$ cat config.mk
export PLATFORM = sky130hd
export DESIGN_NAME = dp_top
export DESIGN_NICKNAME = d
export VERILOG_FILES = /design/src/verilog/dp_pkg.sv /design/src/verilog/dp_decode.sv /design/src/verilog/dp_execute.sv /design/src/verilog/dp_result.sv /design/src/verilog/dp_top.sv
export SDC_FILE = /design/constraint.sdc
export NUM_CORES = 1
export LEC_CHECK = 0
export BUFFER_PORTS_ARGS = -buffer_cell sky130_fd_sc_hd__clkbuf_2
export CAP_MARGIN = 25
export CORE_MARGIN = 3
export CORE_UTILIZATION = 30
export DETAILED_ROUTE_END_ITERATION = 6
export PLACE_DENSITY_LB_ADDON = 0.25
export SYNTH_ARGS = -nofsm -noshare
export SYNTH_HDL_FRONTEND = slang
export SYNTH_SLANG_ARGS = --single-unit
$ cat constraint.sdc
create_clock -name clk -period 4.4 [get_ports clk]
set_input_delay 0.22 -clock clk [delete_from_list [all_inputs] [get_ports clk]]
set_output_delay 0.22 -clock clk [all_outputs]
set_load 0.05 [all_outputs]
$ cat src/verilog/dp_pkg.sv
`default_nettype none

package dp_pkg;

    // ========================================================================
    // Datapath widths
    // ========================================================================

    localparam int data_w     = 8;
    localparam int port_w     = 2;
    localparam int len_w      = 16;
    localparam int cnt_w      = 32;
    localparam int entropy_w  = 12;
    localparam int cfg_addr_w = 4;
    localparam int cfg_data_w = 32;

    // Port codes
    // Network side
    localparam logic [port_w-1:0] port_cmac0 = 2'd0;
    localparam logic [port_w-1:0] port_cmac1 = 2'd1;
    // Host side, these get RSS metadata
    localparam logic [port_w-1:0] port_host0 = 2'd2;
    localparam logic [port_w-1:0] port_host1 = 2'd3;

    // ========================================================================
    // Config register map
    // ========================================================================

    // Remap entries sit at base .. base+3, one per header destination
    localparam logic [cfg_addr_w-1:0] cfg_remap_base = 4'd0;
    localparam int                    remap_depth    = 4;
    // Truncation, bit 0 enable, bits 31:16 length
    localparam logic [cfg_addr_w-1:0] cfg_trunc      = 4'd4;

    localparam logic [len_w-1:0] trunc_len_default = 16'd64;

    // Match-action opcode, header bits 7:6
    typedef enum logic [1:0] {
        op_forward  = 2'd0,
        op_loopback = 2'd1,
        op_drop     = 2'd2,
        op_reserved = 2'd3
    } opcode_t;

endpackage

`default_nettype wire

$ cat src/verilog/dp_decode.sv
`timescale 1ns/100ps
`default_nettype none

module dp_decode (
    input  logic                          clk,
    input  logic                          reset,
    // Ingress byte stream
    input  logic                          in_valid,
    input  logic                          in_sop,
    input  logic                          in_eop,
    input  logic [dp_pkg::data_w-1:0]     in_data,
    input  logic [dp_pkg::port_w-1:0]     in_port,
    // Config bus
    input  logic                          cfg_write,
    input  logic [dp_pkg::cfg_addr_w-1:0] cfg_addr,
    input  logic [dp_pkg::cfg_data_w-1:0] cfg_wdata,
    // To execute
    output logic                          dec_valid,
    output logic                          dec_sop,
    output logic                          dec_eop,
    output logic [dp_pkg::data_w-1:0]     dec_data,
    output logic [dp_pkg::port_w-1:0]     dec_dst,
    output logic [dp_pkg::port_w-1:0]     dec_src,
    output logic                          dec_drop
);

    import dp_pkg::*;

    // Destination remap table, indexed by header bits 1:0
    logic [port_w-1:0] remap [remap_depth];

    opcode_t           hdr_op;
    logic [port_w-1:0] hdr_dst;
    logic              hdr_drop;
    logic [port_w-1:0] remap_idx;
    logic              remap_hit;
    logic              hdr_take;

    // Header byte is the first valid byte of each packet
    assign hdr_take = in_valid && in_sop;
    assign hdr_op   = opcode_t'(in_data[7:6]);

    // Config writes into the remap window only
    assign remap_idx = port_w'(cfg_addr - cfg_remap_base);
    assign remap_hit = cfg_write && (cfg_addr >= cfg_remap_base)
                       && (cfg_addr < cfg_remap_base + cfg_addr_w'(remap_depth));

    // Opcode decode into destination and drop flag
    always_comb begin
        hdr_dst  = in_port;
        hdr_drop = 1'b0;
        case (hdr_op)
            op_forward:  hdr_dst = remap[in_data[port_w-1:0]];
            op_loopback: hdr_dst = in_port;
            // op_drop and op_reserved both discard
            default:     hdr_drop = 1'b1;
        endcase
    end

    always_ff @(posedge clk) begin
        if (reset) begin
            // Identity map after reset
            for (int i = 0; i < remap_depth; i++) begin
                remap[i] <= port_w'(i);
            end
        end else if (remap_hit) begin
            remap[remap_idx] <= cfg_wdata[port_w-1:0];
        end
    end

    // ========================================================================
    // Output stage
    // ========================================================================

    always_ff @(posedge clk) begin
        if (reset) begin
            dec_valid <= 1'b0;
            dec_sop   <= 1'b0;
            dec_eop   <= 1'b0;
            dec_drop  <= 1'b0;
        end else begin
            dec_valid <= in_valid;
            dec_sop   <= hdr_take;
            dec_eop   <= in_valid && in_eop;
            // Drop flag holds for the rest of the packet
            if (hdr_take) begin
                dec_drop <= hdr_drop;
            end
        end
    end

    // Payload, destination and source held from the header byte
    always_ff @(posedge clk) begin
        dec_data <= in_data;
        if (hdr_take) begin
            dec_dst <= hdr_dst;
            dec_src <= in_port;
        end
    end

endmodule

`default_nettype wire

$ cat src/verilog/dp_execute.sv
`timescale 1ns/100ps
`default_nettype none

module dp_execute (
    input  logic                          clk,
    input  logic                          reset,
    // From decode
    input  logic                          dec_valid,
    input  logic                          dec_sop,
    input  logic                          dec_eop,
    input  logic [dp_pkg::data_w-1:0]     dec_data,
    input  logic [dp_pkg::port_w-1:0]     dec_dst,
    input  logic [dp_pkg::port_w-1:0]     dec_src,
    input  logic                          dec_drop,
    // Config bus
    input  logic                          cfg_write,
    input  logic [dp_pkg::cfg_addr_w-1:0] cfg_addr,
    input  logic [dp_pkg::cfg_data_w-1:0] cfg_wdata,
    // To result
    output logic                          exe_valid,
    output logic                          exe_sop,
    output logic                          exe_eop,
    output logic [dp_pkg::data_w-1:0]     exe_data,
    output logic [dp_pkg::port_w-1:0]     exe_dst,
    output logic [dp_pkg::port_w-1:0]     exe_src
);

    import dp_pkg::*;

    // Programmed truncation config
    logic             trunc_en;
    logic [len_w-1:0] trunc_len;
    // Per-packet copy, latched at sop
    logic             pkt_en;
    logic [len_w-1:0] pkt_len;
    // Bytes of the current packet seen so far
    logic [len_w-1:0] byte_cnt;

    logic             use_en;
    logic [len_w-1:0] use_len;
    logic [len_w-1:0] byte_idx;
    logic             at_len;
    logic             keep;

    // The sop byte already sees the programmed value
    assign use_en  = dec_sop ? trunc_en  : pkt_en;
    assign use_len = dec_sop ? trunc_len : pkt_len;
    // One-based position, saturates on very long packets
    assign byte_idx = dec_sop ? len_w'(1) :
                      (&byte_cnt) ? byte_cnt : byte_cnt + 1'b1;

    assign at_len = use_en && (byte_idx == use_len);
    assign keep   = !dec_drop && !(use_en && (byte_idx > use_len));

    always_ff @(posedge clk) begin
        if (reset) begin
            trunc_en  <= 1'b0;
            trunc_len <= trunc_len_default;
            pkt_en    <= 1'b0;
            pkt_len   <= trunc_len_default;
            byte_cnt  <= '0;
        end else begin
            if (cfg_write && (cfg_addr == cfg_trunc)) begin
                trunc_en  <= cfg_wdata[0];
                trunc_len <= cfg_wdata[cfg_data_w-1 -: len_w];
            end
            if (dec_valid && dec_sop) begin
                pkt_en  <= trunc_en;
                pkt_len <= trunc_len;
            end
            if (dec_valid) begin
                byte_cnt <= byte_idx;
            end
        end
    end

    // ========================================================================
    // Output stage
    // ========================================================================

    always_ff @(posedge clk) begin
        if (reset) begin
            exe_valid <= 1'b0;
            exe_sop   <= 1'b0;
            exe_eop   <= 1'b0;
        end else begin
            exe_valid <= dec_valid && keep;
            exe_sop   <= dec_valid && keep && dec_sop;
            // Byte L closes a truncated packet
            exe_eop   <= dec_valid && keep && (dec_eop || at_len);
        end
    end

    always_ff @(posedge clk) begin
        exe_data <= dec_data;
        exe_dst  <= dec_dst;
        exe_src  <= dec_src;
    end

endmodule

`default_nettype wire

$ cat src/verilog/dp_result.sv
`timescale 1ns/100ps
`default_nettype none

module dp_result (
    input  logic                         clk,
    input  logic                         reset,
    // From execute
    input  logic                         exe_valid,
    input  logic                         exe_sop,
    input  logic                         exe_eop,
    input  logic [dp_pkg::data_w-1:0]    exe_data,
    input  logic [dp_pkg::port_w-1:0]    exe_dst,
    input  logic [dp_pkg::port_w-1:0]    exe_src,
    // Egress stream
    output logic                         out_valid,
    output logic                         out_sop,
    output logic                         out_eop,
    output logic [dp_pkg::data_w-1:0]    out_data,
    output logic [dp_pkg::port_w-1:0]    out_port,
    // RSS metadata
    output logic                         rss_enable,
    output logic [dp_pkg::entropy_w-1:0] rss_entropy,
    // Delivery counters
    output logic [dp_pkg::cnt_w-1:0]     pkt_count,
    output logic [dp_pkg::cnt_w-1:0]     byte_count
);

    import dp_pkg::*;

    logic                 to_host;
    logic [entropy_w-1:0] src_entropy;

    // Host ports get RSS metadata, network ports do not
    assign to_host = (exe_dst == port_host0) || (exe_dst == port_host1);

    // Entropy is just the ingress port, zero extended
    assign src_entropy = {{(entropy_w - port_w){1'b0}}, exe_src};

    // ========================================================================
    // Egress register
    // ========================================================================

    always_ff @(posedge clk) begin
        if (reset) begin
            out_valid  <= 1'b0;
            out_sop    <= 1'b0;
            out_eop    <= 1'b0;
            rss_enable <= 1'b0;
        end else begin
            out_valid  <= exe_valid;
            out_sop    <= exe_valid && exe_sop;
            out_eop    <= exe_valid && exe_eop;
            rss_enable <= exe_valid && to_host;
        end
    end

    always_ff @(posedge clk) begin
        out_data    <= exe_data;
        out_port    <= exe_dst;
        rss_entropy <= src_entropy;
    end

    // ========================================================================
    // Counters
    // ========================================================================

    // Count what actually leaves, one cycle behind the egress register
    always_ff @(posedge clk) begin
        if (reset) begin
            pkt_count  <= '0;
            byte_count <= '0;
        end else begin
            if (out_valid) begin
                byte_count <= byte_count + 1'b1;
            end
            // A packet counts at its delivered eop
            if (out_valid && out_eop) begin
                pkt_count <= pkt_count + 1'b1;
            end
        end
    end

endmodule

`default_nettype wire

$ cat src/verilog/dp_top.sv
`timescale 1ns/100ps
`default_nettype none

module dp_top (
    input  logic                          clk,
    input  logic                          reset,
    // Ingress
    input  logic                          in_valid,
    input  logic                          in_sop,
    input  logic                          in_eop,
    input  logic [dp_pkg::data_w-1:0]     in_data,
    input  logic [dp_pkg::port_w-1:0]     in_port,
    // Config
    input  logic                          cfg_write,
    input  logic [dp_pkg::cfg_addr_w-1:0] cfg_addr,
    input  logic [dp_pkg::cfg_data_w-1:0] cfg_wdata,
    // Egress
    output logic                          out_valid,
    output logic                          out_sop,
    output logic                          out_eop,
    output logic [dp_pkg::data_w-1:0]     out_data,
    output logic [dp_pkg::port_w-1:0]     out_port,
    output logic                          rss_enable,
    output logic [dp_pkg::entropy_w-1:0]  rss_entropy,
    // Counters
    output logic [dp_pkg::cnt_w-1:0]      pkt_count,
    output logic [dp_pkg::cnt_w-1:0]      byte_count
);

    import dp_pkg::*;

    // Decode to execute
    logic              dec_valid;
    logic              dec_sop;
    logic              dec_eop;
    logic [data_w-1:0] dec_data;
    logic [port_w-1:0] dec_dst;
    logic [port_w-1:0] dec_src;
    logic              dec_drop;

    // Execute to result
    logic              exe_valid;
    logic              exe_sop;
    logic              exe_eop;
    logic [data_w-1:0] exe_data;
    logic [port_w-1:0] exe_dst;
    logic [port_w-1:0] exe_src;

    // Three register stages, header parse then truncate then egress
    dp_decode u_decode (
        .clk, .reset,
        .in_valid, .in_sop, .in_eop, .in_data, .in_port,
        .cfg_write, .cfg_addr, .cfg_wdata,
        .dec_valid, .dec_sop, .dec_eop, .dec_data, .dec_dst, .dec_src, .dec_drop
    );

    dp_execute u_execute (
        .clk, .reset,
        .dec_valid, .dec_sop, .dec_eop, .dec_data, .dec_dst, .dec_src, .dec_drop,
        .cfg_write, .cfg_addr, .cfg_wdata,
        .exe_valid, .exe_sop, .exe_eop, .exe_data, .exe_dst, .exe_src
    );

    dp_result u_result (
        .clk, .reset,
        .exe_valid, .exe_sop, .exe_eop, .exe_data, .exe_dst, .exe_src,
        .out_valid, .out_sop, .out_eop, .out_data, .out_port,
        .rss_enable, .rss_entropy,
        .pkt_count, .byte_count
    );

endmodule

`default_nettype wire

## After elaboration in Yosys (flattened, before gate mapping)

Memory sizes are Yosys's and may differ from the RTL's.
Index checks and enable logic that the tools add are counted.

- $add $sub $neg: 3
- Multipliers: 0
- Div/mod/pow operators: 0
- $lt $le $gt $ge: 3
- Equal/unequal tests: 5
- Shifts and indexed selects: 0
- Muxes and demuxes: 14
- Bitwise operators: 0
- Reduce and logical (&&, ||, !) cells: 24

Operator list:

| operator | number |
|---|---|
| adder 32 x 1 -> 32 bit, second input constant | 2 |
| two-way mux 16 bit | 3 |
| adder 16 x 1 -> 16 bit, second input constant | 1 |
| equality test 16 bit | 1 |
| greater-than comparator 16 bit | 1 |
| logical AND 1 bit | 16 |
| AND reduction 16 bit | 1 |
| two-way mux 1 bit | 8 |
| two-way mux 2 bit | 3 |
| equality test 2 bit, second input constant | 2 |
| equality test 4 x 3 -> 1 bit, second input constant | 1 |
| greater-or-equal comparator 4 x 1 -> 1 bit, second input constant | 1 |
| < comparator 4 x 3 -> 1 bit, second input constant | 1 |
| OR reduction 2 bit | 2 |
| equality test 2 x 1 -> 1 bit, second input constant | 1 |
| zero test 1 bit | 2 |
| zero test 2 bit | 1 |
| logical OR 1 bit | 2 |

- Bits in registers: 161
- Latch bits: 0
- Bits in writable memories: 8
- ROM bits: 0
- Output and inout port bits: 90
- Word-level logic and storage cells: 77
- Memories kept: 1

Memories:

| name | depth | width | read ports | clocked after Yosys merged registers in | wr ports | line | source |
|---|---|---|---|---|---|---|---|
| u_decode.remap | 4 | 2 | 1 | 0 | 4 | dp_decode.sv:30 | `logic [port_w-1:0] remap [remap_depth];` |

## Logic depth before layout (Yosys ltp)

- Depth after elaboration: 9
- Gate-level depth with buffers: 13

## Hierarchy

From an unflattened synthesis, not the netlist that was laid out.

- Cell total of the unflattened synthesis: 836
- Area total of the unflattened synthesis: 7505.9 µm²

By module, submodules not included:

| module | times used | cells an instance | area an instance (µm²) |
|---|---|---|---|
| dp_result | 1 | 394 | 3458.3 |
| dp_execute | 1 | 385 | 3203.1 |
| dp_decode | 1 | 57 | 844.6 |

## Worst setup path after synthesis

OpenSTA, ideal clock, no wires.

- Kind: register to register
- Start point: register u_execute.byte_cnt[1]
- End point: register u_execute.exe_eop
- Setup time: 124 ps
- Arrival: 2599 ps
- Data required time: 4276 ps
- Slack: 1677 ps
- Stages on the path, launching flop included: 12
- Clock period less this slack: 2723 ps
- Path through: dfxtp_1 ha_1 nand2_1 or3_1 o211ai_1 xnor2_1 nor2_1 ha_1 nand4_1 a2111o_1 a32oi_1 nor2_1

- Longest elaborated chain between the ends: 9

RTL lines:

| what | line | source |
|---|---|---|
| start: declaration | dp_execute.sv:37 | `logic [len_w-1:0] byte_cnt;` |
| start signal: assignment | dp_execute.sv:72 | `byte_cnt <= byte_idx;` |
| adder 16 x 1 -> 16 bit or AND reduction 16 bit (tied branches) | dp_execute.sv:50 | `(&byte_cnt) ? byte_cnt : byte_cnt + 1'b1;` |
| two-way mux 16 bit * | dp_execute.sv:50 |  |
| two-way mux 16 bit * | dp_execute.sv:49 | `assign byte_idx = dec_sop ? len_w'(1) :` |
| net u_execute.byte_idx[7] | dp_execute.sv:41 | `logic [len_w-1:0] byte_idx;` |
| greater-than comparator 16 bit | dp_execute.sv:53 | `assign keep = !dec_drop && !(use_en && (byte_idx > use_len));` |
| logical AND 1 bit | dp_execute.sv:53 |  |
| zero test 1 bit | dp_execute.sv:53 |  |
| logical AND 1 bit | dp_execute.sv:53 |  |
| logical AND 1 bit | dp_execute.sv:90 | `exe_eop <= dec_valid && keep && (dec_eop \|\| at_len);` |
| logical AND 1 bit * | dp_execute.sv:90 |  |
| end signal: assignment | dp_execute.sv:90 |  |
| end: declaration | dp_execute.sv:22 | `output logic exe_eop,` |

The timed path passes the listed nets; every way through them passes the cells marked *.
A chain may end at the register's enable or synchronous reset.

## Worst setup path in the final report

- Start point: register u_execute.byte_cnt[2]
- End point: register u_execute.exe_sop

- Longest elaborated chain between the ends: 9

RTL lines:

| what | line | source |
|---|---|---|
| adder 16 x 1 -> 16 bit or AND reduction 16 bit (tied branches) | dp_execute.sv:50 |  |
| two-way mux 16 bit * | dp_execute.sv:50 |  |
| two-way mux 16 bit * | dp_execute.sv:49 |  |
| net u_execute.byte_idx[15] | dp_execute.sv:41 |  |
| greater-than comparator 16 bit * | dp_execute.sv:53 |  |
| logical AND 1 bit * | dp_execute.sv:53 |  |
| zero test 1 bit * | dp_execute.sv:53 |  |
| logical AND 1 bit * | dp_execute.sv:53 |  |
| logical AND 1 bit * (2 in series) | dp_execute.sv:88 | `exe_sop <= dec_valid && keep && dec_sop;` |
| end signal: assignment | dp_execute.sv:88 |  |
| end: declaration | dp_execute.sv:21 | `output logic exe_sop,` |

Marked as above.

==> impl_metrics.toml <==
[power_and_ir_drop]
power_leakage_nw = 3.34
power_density_nw_per_um2 = 364
vdd_ir_drop_max_mv = 0.188

[synth]
syn_area_sq_um = 7260
yosysWarnings = 0
synthTopCellsByCount = "dfxtp_1 (157), nand2_1 (113), nor2_1 (89)"
synthTopCellsByArea = "dfxtp_1 (43%), nand2_1 (5.8%), xnor2_1 (5.5%), edfxtp_1 (5.0%), nor2_1 (4.6%)"
synth_top_family_by_area = "simple AND/OR/NAND/NOR gates"
synthMuxAreaShare_pct = 4.00
synth_top_area_share_pct = 43.3
synth-simple-area-share_pct = 24.0
synth_top_area_cell = "dfxtp_1"
synth_cells = 812
ys_seq_area_share_pct = 48.3
synth_most_common_cell = "dfxtp_1"
synth_edf_count = 12
synthAdderAreaFrac_pct = 3.27
yosys.cell_types.count = 55
synth_area_per_cell_sq_um = 8.94
yosys.area_share.xor_xnor_pct = 7.60
synth_compound_area_share_pct = 8.41
ys_seq_elements = 169
ys_async_sr_fraction_pct = 0
synth-main-ff-cell = "dfxtp_1"

[critical_path]
startpoint = "u_execute.byte_cnt[2]"
rr_worst_depth = 11
slowest_stage = "nor4_1"
worst-setup-path-type = "reg2reg"
path_cells = "nand3_1 > nor4_1 > and2_0 > a31oi_1 > nor3_1 > ha_1 > nand4_1 > inv_1 > a211oi_1 > a32oi_1 > nor2b_1"
cp-end-kind = "flop"
cp.arrival_ps = 3620
r2r_start = "u_execute.byte_cnt[2]"
cp_max_fo = 7
r2r_end = "u_execute.exe_sop"
cp.buffers_inverters = 1
cpLargestDelayFamily = "simple AND/OR/NAND/NOR gates"
path_depth = 11
reg2reg_slack_ps = 1130
required_ps = 4750
cp-start-kind = "flop"
max_stage_delay_ps = 580
cp-endpoint = "u_execute.exe_sop"

[floorplan]
start_util_pct = 30.7
coreArea_sq_um = 23600
die_h_um = 162
rows = 56
dieArea_sq_um = 26100
die_x_um = 162
io_pins = 142

[clocking]
htreeDepth = 4
cts_tree = "yes"
cts_max_path_buffers = 2
clk_pin_slew_ps = 70
cts.sinks = 169
post_cts_buffers = 0
numCtsBuffers = 17
clk_latency_ps = 420
cts-root-buf = "clkbuf_16"

[detailed_routing]
vias_per_cell = 4.69
wl_per_cell_um = 13.2
drtIter0Drc = 357
routed_wl_um = 16800
antenna_left = 0
drc = 0
dr.pass1.iters = 5
dr_total_vias = 5959

[flow_run]
drv_cap = 0

[placed_design]
place_inst = 1214
place_congestion = 0.820
dpl.hpwl_um = 11600
portBuffers = 117

[global_routing]
use_met3_pct = 2.90
grt_start_max_net_pins = 63
overflow = 0
met1_usage_pct = 18.2
grt_antenna_before_repair = 0
use_met2_pct = 20.6
grt-busiest-layer = "met2"
grt_pass1_vias = 5611
grt_pass1_wl_um = 28300
grt.total_usage_pct = 13.2

[timing]
hold_ws_ps = 37.0
slew_headroom_pct = 45.9
rsz0062_at_grt = "no"
setup_viol_count_final = 0
hold_violations = 0
tns_ps = 0
clock.fmax_ghz = 0.306
fin_crit_ps = 3270
period_share_pct = 74.2
tightest_slew_ps = 804
slew_viol_final = 0
fin_worst_skew_ps = 13.0

[final_layout]
finalCoreUtilization_pct = 37.8
final_cells = 1271
final_layout_size_suffix_gt1_share_pct = 17.6
layout.nets = 1010
n_fill_cell = 2447
diodes = 0
areaGrowthSynthToFinish_pct = 23.1

[outcome]
outcome = "finished clean"

[worst_hold_path]
worstHoldPathType = "in2reg"
-- cells in the final DEF, fill, tap and decap left out, types with 10 or more instances in the layout --
master,count
o21ai_0,13
nand3_1,28
nand2_1,113
dfxtp_1,156
ha_1,19
mux2i_1,20
xnor2_1,46
nand4_1,22
clkbuf_2,116
nor2_1,89
and4_1,12
a21oi_1,58
and2_1,13
conb_1,10
nor4_1,10
nor3_1,28
clkbuf_16,17
xor2_1,17
edfxtp_1,12
dlygate4sd3_1,25
inv_1,22
-- cell families after synthesis --
kind of cell	after synthesis
other	1
flip-flops	169
XOR/XNOR	63
AO/OA/AOI/OAI	102
multiplexers	26
adder cells (fa/ha/maj)	19
buffers and inverters	71
AND/OR/NAND/NOR	361
-- stage by stage --
step           setup slack (ps)  area, sq um  power, mW
6_report                   1130         8940       3.25
3_5_place_dp               1230         8090       1.77
3_3_place_gp               1270         8090       1.77
5_1_grt                     770         8940       3.39
2_1_floorplan              1680         7290       1.73
4_1_cts                    1180         8940       3.32
-- cell type report --
class	instances	area, sq um	share of cell area [%]
Clock buffer	17	425	4.76
Clock inverter	15	171	1.92
Inverter	23	86.3	0.966
Multi-Input combinational cell	581	3470	38.9
Sequential cell	169	3500	39.2
Tap cell	319	399	4.47
Timing Repair Buffer	147	876	9.80
-- state kept, by name (all words and copies together), names as in the netlist, 2 cells and up --
name	flops
u_execute.exe_src	2
u_decode.dec_data	8
u_execute.exe_dst	2
u_result.pkt_count	32
u_decode.remap	8
u_decode.dec_dst	2
u_execute.byte_cnt	16
u_execute.trunc_len	16
u_execute.pkt_len	16
u_execute.exe_data	8
u_result.rss_entropy	2
u_result.out_port	2
u_result.out_data	8
u_decode.dec_src	2
u_result.byte_count	32
-- routing by layer --
metal | vias up | wire, um
met3 | 15 | 808
met1 | 2785 | 8260
li1 | 3031 | -
met2 | 128 | 7560
met5 | - | 0
met4 | 0 | 176
-- worst register-to-register path: stages, from the launching register on --
cell      delay (ps)
dfxtp_1          430
nand3_1          210
nor4_1           580
and2_0           340
a31oi_1          120
nor3_1           240
ha_1             300
nand4_1          190
inv_1             60
a211oi_1         370
a32oi_1          220
nor2b_1          140
-- report_power, final --
part	internal [mW]	total, mW	leakage, nW	switching [mW]
Clock	0.769	1.50	0.290	0.730
Combinational	0.0556	0.164	1.66	0.108
Sequential	1.58	1.59	1.39	0.0151
-- worst min-delay path by stage --
stage | from | to | slack [ps] | cells after the start
floorplan | in_data[0] | u_decode.dec_data[0] | 250 | 0
detailed placement | u_decode.dec_data[7] | u_execute.exe_data[7] | 310 | 0
finish | cfg_wdata[31] | u_execute.trunc_len[15] | 40 | 3
global route | cfg_wdata[31] | u_execute.trunc_len[15] | 30 | 3
CTS | cfg_wdata[31] | u_execute.trunc_len[15] | 6 | 3
global placement | u_execute.exe_data[5] | u_result.out_data[5] | 310 | 0
-- repair_timing --
action | CTS | global route
resized for setup | 0 | 0
hold buffers | 25 | 0
hold endpoints to repair | 25 | 0
No activity file was read; power rests on OpenSTA's default activity.
